[src/cache_pkg.sv]
//============================================================
// Cache geometry, address field types, channel messages and
// the control and status structs between controller and datapath
//============================================================

package cache_pkg;

  //==========================================================
  // Geometry
  //==========================================================
  localparam int word_bits      = 32;
  localparam int line_bits      = 128;
  localparam int words_per_line = 4;
  localparam int num_sets       = 8;
  localparam int num_ways       = 2;
  localparam int offset_bits    = 4;
  localparam int index_bits     = 3;
  localparam int tag_bits       = 25;

  // Address fields
  typedef logic [tag_bits-1:0]                tag_t;
  typedef logic [index_bits-1:0]              index_t;
  typedef logic [$clog2(words_per_line)-1:0]  word_sel_t;
  typedef logic [line_bits-1:0]               line_t;

  typedef enum logic {
    cache_read  = 1'b0,
    cache_write = 1'b1
  } cache_op_t;

  //==========================================================
  // Channel messages
  //==========================================================
  typedef struct packed {
    cache_op_t              op;
    logic [31:0]            addr;
    logic [word_bits-1:0]   data;
  } cache_req_t;

  // Writes answer with zero data
  typedef struct packed {
    cache_op_t              op;
    logic [word_bits-1:0]   data;
  } cache_resp_t;

  typedef struct packed {
    cache_op_t              op;
    logic [31:0]            addr;
    line_t                  data;
  } mem_req_t;

  typedef struct packed {
    cache_op_t              op;
    line_t                  data;
  } mem_resp_t;

  //==========================================================
  // Controller and datapath
  //==========================================================
  typedef struct packed {
    logic [num_ways-1:0]    tag_match;
    index_t                 index;
    cache_op_t              op;
  } dpath_status_t;

  typedef struct packed {
    logic                   req_en;
    logic [num_ways-1:0]    tag_wen;
    logic                   data_wen;
    logic                   line_write;
    logic                   way;
    logic                   read_reg_en;
    logic                   evict_reg_en;
    logic                   mem_addr_evict;
    cache_op_t              mem_op;
  } dpath_ctrl_t;

endpackage

[src/blocking_cache.sv]
//============================================================
// Blocking two-way cache top level
//============================================================

`timescale 1ns/1ps

module blocking_cache import cache_pkg::*; (
  input  logic                        clk,
  input  logic                        reset,

  input  logic                        cachereq_val,
  output logic                        cachereq_rdy,
  input  cache_req_t                  cachereq_msg,

  output logic                        cacheresp_val,
  input  logic                        cacheresp_rdy,
  output cache_resp_t                 cacheresp_msg,

  output logic                        memreq_val,
  input  logic                        memreq_rdy,
  output mem_req_t                    memreq_msg,

  input  logic                        memresp_val,
  output logic                        memresp_rdy,
  input  mem_resp_t                   memresp_msg
);

  dpath_ctrl_t    ctrl;
  dpath_status_t  status;

  // Controller owns every valid and ready
  cache_ctrl cache_ctrl_inst (
    .clk            (clk),
    .reset          (reset),
    .status         (status),
    .cachereq_val   (cachereq_val),
    .cachereq_rdy   (cachereq_rdy),
    .cacheresp_val  (cacheresp_val),
    .cacheresp_rdy  (cacheresp_rdy),
    .memreq_val     (memreq_val),
    .memreq_rdy     (memreq_rdy),
    .memresp_val    (memresp_val),
    .memresp_rdy    (memresp_rdy),
    .ctrl           (ctrl)
  );

  cache_datapath cache_datapath_inst (
    .clk            (clk),
    .reset          (reset),
    .ctrl           (ctrl),
    .cachereq_msg   (cachereq_msg),
    .memresp_msg    (memresp_msg),
    .status         (status),
    .cacheresp_msg  (cacheresp_msg),
    .memreq_msg     (memreq_msg)
  );

endmodule

[src/cache_ctrl.sv]
//============================================================
// Cache controller FSM with per-set valid, dirty and LRU bits
//============================================================

`timescale 1ns/1ps

module cache_ctrl import cache_pkg::*; (
  input  logic                        clk,
  input  logic                        reset,
  input  dpath_status_t               status,
  input  logic                        cachereq_val,
  output logic                        cachereq_rdy,
  output logic                        cacheresp_val,
  input  logic                        cacheresp_rdy,
  output logic                        memreq_val,
  input  logic                        memreq_rdy,
  input  logic                        memresp_val,
  output logic                        memresp_rdy,
  output dpath_ctrl_t                 ctrl
);

  typedef enum logic [3:0] {
    st_idle,
    st_tag_check,
    st_access,
    st_respond,
    st_evict_prepare,
    st_evict_request,
    st_evict_wait,
    st_refill_request,
    st_refill_wait,
    st_refill_update
  } state_t;

  state_t                               state;
  state_t                               next_state;

  logic [num_ways-1:0][num_sets-1:0]    valid_bits;
  logic [num_ways-1:0][num_sets-1:0]    dirty_bits;
  // Most recently used way per set
  logic [num_sets-1:0]                  mru_bits;

  index_t                               idx;
  logic [num_ways-1:0]                  hit_vec;
  logic                                 hit;
  logic                                 victim;
  logic                                 victim_dirty;
  logic                                 way_reg;

  assign idx = status.index;

  // A hit needs a matching tag in a valid way
  always_comb begin
    for (int w = 0; w < num_ways; w++) begin
      hit_vec[w] = status.tag_match[w] & valid_bits[w][idx];
    end
  end

  assign hit          = |hit_vec;
  assign victim       = ~mru_bits[idx];
  assign victim_dirty = valid_bits[victim][idx] & dirty_bits[victim][idx];

  //==========================================================
  // State register and way chosen at tag check
  //==========================================================
  always_ff @(posedge clk) begin
    if (reset) begin
      state   <= st_idle;
      way_reg <= 1'b0;
    end else begin
      state <= next_state;
      if (state == st_tag_check) begin
        way_reg <= hit ? hit_vec[1] : victim;
      end
    end
  end

  always_comb begin
    next_state = state;
    case (state)
      st_idle:           if (cachereq_val) next_state = st_tag_check;
      st_tag_check: begin
        if (hit) begin
          next_state = st_access;
        end else if (victim_dirty) begin
          next_state = st_evict_prepare;
        end else begin
          next_state = st_refill_request;
        end
      end
      st_evict_prepare:  next_state = st_evict_request;
      st_evict_request:  if (memreq_rdy) next_state = st_evict_wait;
      st_evict_wait:     if (memresp_val) next_state = st_refill_request;
      st_refill_request: if (memreq_rdy) next_state = st_refill_wait;
      st_refill_wait:    if (memresp_val) next_state = st_refill_update;
      st_refill_update:  next_state = st_access;
      st_access:         next_state = st_respond;
      st_respond:        if (cacheresp_rdy) next_state = st_idle;
      default:           next_state = st_idle;
    endcase
  end

  //==========================================================
  // Outputs
  //==========================================================
  always_comb begin
    cachereq_rdy  = 1'b0;
    cacheresp_val = 1'b0;
    memreq_val    = 1'b0;
    memresp_rdy   = 1'b0;
    ctrl          = '0;
    ctrl.way      = way_reg;
    ctrl.mem_op   = cache_read;
    case (state)
      st_idle: begin
        cachereq_rdy = 1'b1;
        ctrl.req_en  = cachereq_val;
      end
      st_evict_prepare: ctrl.evict_reg_en = 1'b1;
      st_evict_request: begin
        memreq_val          = 1'b1;
        ctrl.mem_addr_evict = 1'b1;
        ctrl.mem_op         = cache_write;
      end
      // Write acknowledge carries nothing we keep
      st_evict_wait:     memresp_rdy = 1'b1;
      st_refill_request: memreq_val  = 1'b1;
      // Response is already valid here, take it and write the line
      st_refill_update: begin
        memresp_rdy           = 1'b1;
        ctrl.tag_wen[way_reg] = 1'b1;
        ctrl.data_wen         = 1'b1;
        ctrl.line_write       = 1'b1;
      end
      st_access: begin
        ctrl.data_wen    = (status.op == cache_write);
        ctrl.read_reg_en = 1'b1;
      end
      st_respond: cacheresp_val = 1'b1;
      default: ;
    endcase
  end

  // Per-set state bits
  always_ff @(posedge clk) begin
    if (reset) begin
      valid_bits <= '0;
      dirty_bits <= '0;
      mru_bits   <= '0;
    end else if (state == st_refill_update) begin
      valid_bits[way_reg][idx] <= 1'b1;
      dirty_bits[way_reg][idx] <= 1'b0;
      mru_bits[idx]            <= way_reg;
    end else if (state == st_access) begin
      mru_bits[idx] <= way_reg;
      if (status.op == cache_write) begin
        dirty_bits[way_reg][idx] <= 1'b1;
      end
    end
  end

endmodule

[src/cache_data_array.sv]
//============================================================
// Line store for both ways, word or full-line write
//============================================================

`timescale 1ns/1ps

module cache_data_array import cache_pkg::*; (
  input  logic                        clk,
  input  index_t                      index,
  input  logic                        way,
  input  logic                        wen,
  input  logic                        line_write,
  input  word_sel_t                   word_sel,
  input  logic [word_bits-1:0]        wdata_word,
  input  line_t                       wdata_line,
  output line_t                       rdata
);

  line_t                       lines [num_ways][num_sets];
  logic [words_per_line-1:0]   word_en;
  line_t                       wdata;

  // Word enables, all set for a refill
  always_comb begin
    word_en = '0;
    if (line_write) begin
      word_en = '1;
    end else begin
      word_en[word_sel] = 1'b1;
    end
  end

  // Merge the single word into every slot, enables pick the one
  always_comb begin
    for (int w = 0; w < words_per_line; w++) begin
      if (line_write) begin
        wdata[w*word_bits +: word_bits] = wdata_line[w*word_bits +: word_bits];
      end else begin
        wdata[w*word_bits +: word_bits] = wdata_word;
      end
    end
  end

  always_ff @(posedge clk) begin
    if (wen) begin
      for (int w = 0; w < words_per_line; w++) begin
        if (word_en[w]) begin
          lines[way][index][w*word_bits +: word_bits] <= wdata[w*word_bits +: word_bits];
        end
      end
    end
  end

  // Read is combinational from the selected way
  assign rdata = lines[way][index];

endmodule

[src/cache_datapath.sv]
//============================================================
// Cache datapath: request register, tag and data arrays,
// read word and evict registers, memory request assembly
//============================================================

`timescale 1ns/1ps

module cache_datapath import cache_pkg::*; (
  input  logic                        clk,
  input  logic                        reset,
  input  dpath_ctrl_t                 ctrl,
  input  cache_req_t                  cachereq_msg,
  input  mem_resp_t                   memresp_msg,
  output dpath_status_t               status,
  output cache_resp_t                 cacheresp_msg,
  output mem_req_t                    memreq_msg
);

  cache_req_t             req;
  tag_t                   req_tag;
  index_t                 req_index;
  word_sel_t              req_word;

  tag_t [num_ways-1:0]    tags;
  logic [num_ways-1:0]    tag_match;
  line_t                  line_rdata;

  logic [word_bits-1:0]   read_word;
  line_t                  evict_line;
  tag_t                   evict_tag;
  tag_t                   mem_tag;

  //==========================================================
  // Request register and address split
  //==========================================================
  always_ff @(posedge clk) begin
    if (reset) begin
      req <= '0;
    end else if (ctrl.req_en) begin
      req <= cachereq_msg;
    end
  end

  assign req_tag   = req.addr[offset_bits+index_bits +: tag_bits];
  assign req_index = req.addr[offset_bits +: index_bits];
  assign req_word  = req.addr[2 +: $bits(word_sel_t)];

  //==========================================================
  // Arrays
  //==========================================================
  cache_tag_array cache_tag_array_inst (
    .clk        (clk),
    .reset      (reset),
    .index      (req_index),
    .req_tag    (req_tag),
    .wen        (ctrl.tag_wen),
    .tags       (tags),
    .tag_match  (tag_match)
  );

  // Refill line straight from the memory response
  cache_data_array cache_data_array_inst (
    .clk        (clk),
    .index      (req_index),
    .way        (ctrl.way),
    .wen        (ctrl.data_wen),
    .line_write (ctrl.line_write),
    .word_sel   (req_word),
    .wdata_word (req.data),
    .wdata_line (memresp_msg.data),
    .rdata      (line_rdata)
  );

  //==========================================================
  // Response and victim registers
  //==========================================================
  // Held through back-pressure, loaded only during access
  always_ff @(posedge clk) begin
    if (ctrl.read_reg_en) begin
      if (req.op == cache_write) begin
        read_word <= '0;
      end else begin
        read_word <= line_rdata[req_word*word_bits +: word_bits];
      end
    end
  end

  // Victim line and its tag before the refill overwrites them
  always_ff @(posedge clk) begin
    if (ctrl.evict_reg_en) begin
      evict_line <= line_rdata;
      evict_tag  <= tags[ctrl.way];
    end
  end

  assign status.tag_match = tag_match;
  assign status.index     = req_index;
  assign status.op        = req.op;

  assign cacheresp_msg.op   = req.op;
  assign cacheresp_msg.data = read_word;

  // Line-aligned address, same index for victim and refill
  assign mem_tag         = ctrl.mem_addr_evict ? evict_tag : req_tag;
  assign memreq_msg.op   = ctrl.mem_op;
  assign memreq_msg.addr = {mem_tag, req_index, {offset_bits{1'b0}}};
  assign memreq_msg.data = (ctrl.mem_op == cache_write) ? evict_line : '0;

endmodule

[src/cache_tag_array.sv]
//============================================================
// Tag store for both ways, with a per-way compare against
// the tag of the held request
//============================================================

`timescale 1ns/1ps

module cache_tag_array import cache_pkg::*; (
  input  logic                        clk,
  input  logic                        reset,
  input  index_t                      index,
  input  tag_t                        req_tag,
  input  logic [num_ways-1:0]         wen,
  output tag_t [num_ways-1:0]         tags,
  output logic [num_ways-1:0]         tag_match
);

  tag_t [num_ways-1:0][num_sets-1:0] tag_mem;

  // One tag per way and set, written with the request tag on refill
  always_ff @(posedge clk) begin
    if (reset) begin
      tag_mem <= '0;
    end else begin
      for (int w = 0; w < num_ways; w++) begin
        if (wen[w]) begin
          tag_mem[w][index] <= req_tag;
        end
      end
    end
  end

  // Combinational read and compare, validity lives in the controller
  always_comb begin
    for (int w = 0; w < num_ways; w++) begin
      tags[w]      = tag_mem[w][index];
      tag_match[w] = (tag_mem[w][index] == req_tag);
    end
  end

endmodule

[config.mk]
export PLATFORM = sky130hd
export DESIGN_NAME = blocking_cache
export DESIGN_NICKNAME = d
export VERILOG_FILES = /design/src/cache_pkg.sv /design/src/blocking_cache.sv /design/src/cache_ctrl.sv /design/src/cache_data_array.sv /design/src/cache_datapath.sv /design/src/cache_tag_array.sv
export SDC_FILE = /design/constraint.sdc
export NUM_CORES = 2
export LEC_CHECK = 0
export ABC_CLOCK_PERIOD_IN_PS = 16400
export BUFFER_PORTS_ARGS = -buffer_cell sky130_fd_sc_hd__buf_2
export CORE_UTILIZATION = 25
export CTS_BUF_LIST = sky130_fd_sc_hd__clkbuf_8
export DETAILED_ROUTE_END_ITERATION = 6
export SYNTH_ARGS = -nofsm -noshare
export SYNTH_HDL_FRONTEND = slang
export SYNTH_HIERARCHICAL = 1
export SYNTH_SLANG_ARGS = --single-unit
[constraint.sdc]
create_clock -name clk -period 16.4 [get_ports clk]
set_input_delay 2.46 -clock clk [delete_from_list [all_inputs] [get_ports clk]]
set_output_delay 2.46 -clock clk [all_outputs]
set_load 0.02 [all_outputs]
==> run summary <==
Logic synthesis
• leading area contributor after synthesis: edfxtp_1
• average footprint of a synthesized cell: 14.97 sq um
• post-synthesis async set-or-reset flop share: 0%
• Cell variety after synth: 70
• area share of the largest cell type after synthesis: 60.98%
• gate count of the mapped netlist: 7346
• #FFs+latches synth: 2741
• Main synth FF type: edfxtp_1
• leading post-synthesis cells by cell area: edfxtp_1 61%, dfxtp_1 9.2%, mux4_2 6.3%
• sequential share of the synthesized area: 70.23%
• count of flip-flops with a built-in enable after synthesis: 2233
• cell area after synthesis: 0.1100 sq mm
• most frequent cell after synthesis: edfxtp_1
• Yosys warnings: 6
• synth cell count leaders: 2233 x edfxtp_1, 1241 x nand2_1, 678 x mux2i_1, 508 x dfxtp_1, 443 x a21oi_1

GRT
• antenna violations before repair: 63
• overall overflow remaining after global route: 0
• global-route wire length before repair: 492100 um
• pin count of the biggest net entering global routing: 132
• via count of the first global-routing pass: 63.15k
• total global-route track usage: 15.58%

Route
• length of routed met3 wiring: 29670 um
• detailed-routed wire length on met2: 174400 um
• Routed Wire Length: 360800 um
• sum of routed wire segments on met1: 141100 um
• vias after detailed routing: 66.43k
• DR pass1 iterations: 6
• mean number of vias per cell: 4.748
• highest metal layer with signal wires: met5
• number of DRC markers after the initial detailed-route iteration: 7577
• DRC violation count after routing: 0
• average detailed-routed wire length per instance: 25.79 um
• post-route ant nets: 0

Timing
• slew of the pin with the lowest slew margin: 1.449 ns
• Sum Neg Setup Slack: 0 ns
• Tcrit/Tclk final: 42.50%
• Min Clock Period, post-route: 6.970 ns
• Hold Vio Cnt, Final: 0
• Hold Worst Slack: 0.4486 ns
• max-slew headroom at the worst pin: 0.6250%
• unrepaired setup endpoints after global routing: no
• final setup violating endpoints: 0
• worst clock skew: 0.1644 ns
• number of slew-limit violations in the final report: 0
• Max Freq: 0.1435 GHz

Worst setup path
• data arrival time of the critical path: 4.51 ns
• worst path required time: 13.94 ns
• maximum net fanout on the critical path: 103
• first element of the critical path: cache_ctrl_inst/state[2]
• Worst Setup End Kind: output pin
• worst setup path category: register to output pin
• reg2reg start: cache_datapath_inst/memreq_msg[134]
• Worst setup SP type: register

Layout
• net count reported at finish: 8048
• register with the most flip-flops: cache_datapath_inst/cache_data_array_inst/lines
• number of flip-flops under the largest register name: 2048
• final std cell area, no fill: 0.1268 sq mm
• Final Util: 28.97%
• proportion of layout cells with a drive suffix above 1: 20.12%
• registers with the highest flip-flop counts: cache_datapath_inst/cache_data_array_inst/lines (2048), cache_datapath_inst/cache_tag_array_inst/tag_mem (400), cache_datapath_inst/evict_line (128)
• Area growth syn-to-layout: 15.33%

Clock tree
• clock buffer count from CTS: 432
• Bufs on Longest Clock Path: 4
• deepest level of the CTS H-tree: 5
• hold buffers post-CTS: 0
• number of gates resized after CTS: 0
• TritonCTS clock tree: built
• Clock transition at path regs: 0.06 ns
• buffers inserted by post-CTS timing repair: 0
• # clock sinks: 2741
• Clock Latency Late Sink: 1.15 ns
• CTS Root Cell: clkbuf_8

Floorplanning
• I/O pin count: 398
• Die Span X: 665.2 um
• starting density of the core: 25.12%
• number of cell rows: 243
• Die Outline Area: 0.4425 sq mm
• core area: 0.4378 sq mm
• floorplan die height: 665.2 um

Run
• max-capacitance violation count: 1

Hold path
• min-delay worst type: register to register

Power and ir drop
• cell leakage power: 0.04145 uW
• Max rail drop VDD: 0.1585 mV
• Pwr Density: 144.8 mW/mm^2

Place
• instance area after placement: 0.1185 sq mm
• number of buffers inserted by port buffering: 390
• total half-perimeter wirelength after legalization and detailed placement: 218200 um
• weighted congestion reported at the end of routability-driven placement: 0.7864

Status
• outcome: complete, but fails checks
• violations in the final reports: capacitance limit

-- critical path, stage by stage, from the launching register on --
cell and delay (ns):
dfxtp_1 0.59, nand2b_1 0.31, nor2_4 0.14, buf_4 0.64, buf_4 0.91, and2_1 0.55, buf_2 0.26
-- report_power, final --
| group | internal (uW) | switching [uW] |
|---|---|---|
| combinational | 1380 | 3080 |
| sequential | 8070 | 189 |
| clock | 2810 | 2830 |
-- per-stage QoR --
step,setup slack [ns],total power (uW),cells
5_1_grt,9.111,18880,13970
4_1_cts,9.294,18390,13959
3_5_place_dp,10.30,12850,13171
6_report,9.430,18360,13990
3_3_place_gp,10.36,12820,13171
2_1_floorplan,4.420,11100,7349
-- cell type report --
| type | count | area [sq um] |
|---|---|---|
| diodes | 31 | 77.57 |
| clock buffers | 463 | 6372 |
| clock inverters | 325 | 1831 |
| fillers | 43943 | 311000 |
| inverters | 14 | 60.06 |
| multi-input cells | 4068 | 30500 |
| flip-flops and latches | 2741 | 77240 |
| well taps | 5757 | 7203 |
| repair buffers | 591 | 3533 |
-- logic make-up (layout without fill, tap and decap cells) --
group,count (synthesis),after routing,share of synthesized area (%)
flip-flops,2741,2741,70.23
AND/OR/NAND/NOR,1934,1934,7.486
multiplexers,1112,1112,13.77
XOR/XNOR,14,14,0.1183
other,1,35,0.003410
AO/OA/AOI/OAI,1004,1004,5.722
buffers and inverters,540,1393,2.669
-- path summary, 6_finish.rpt --
| path | end | slack [ns] | cells after the start |
|---|---|---|---|
| setup / recovery | memreq_msg[115] | 9.43 | 6 |
| hold / removal | register | 0.45 | 2 |
| setup reg to reg | cache_datapath_inst/read_word[7] | 10.36 | 10 |
| hold reg to reg | register | 0.45 | 2 |
-- layout by cell type, fill, tap and decap left out, drive strengths merged, types with 6 or more instances in the layout --
| master | netlist | routed |
|---|---|---|
| a22oi | 376 | 376 |
| o21ai | 43 | 43 |
| edfxtp | 2233 | 2233 |
| diode | 0 | 31 |
| nor2b | 17 | 17 |
| dfxtp | 508 | 508 |
| a21oi | 443 | 443 |
| nor2 | 256 | 256 |
| mux2 | 127 | 127 |
| clkinv | 1 | 125 |
| o31ai | 6 | 6 |
| mux4 | 307 | 307 |
| nand4 | 19 | 19 |
| or3 | 35 | 35 |
| nand3b | 11 | 11 |
| xnor2 | 14 | 14 |
| mux2i | 678 | 678 |
| bufinv | 0 | 12 |
| nor3 | 7 | 7 |
| nand2 | 1241 | 1241 |
| a211oi | 25 | 25 |
| o22ai | 76 | 76 |
| buf | 235 | 591 |
| nand2b | 40 | 40 |
| nand3 | 144 | 144 |
| inv | 13 | 198 |
| and2 | 137 | 137 |
| clkbuf | 291 | 463 |
-- layer usage --
layer,global-route usage (%),vias to the layer above
li1,-,28849
met2,26.18,2867
met5,0,-
met1,19.65,34074
met3,3.135,620
met4,6.136,16
No activity file was read; power rests on OpenSTA's default activity.
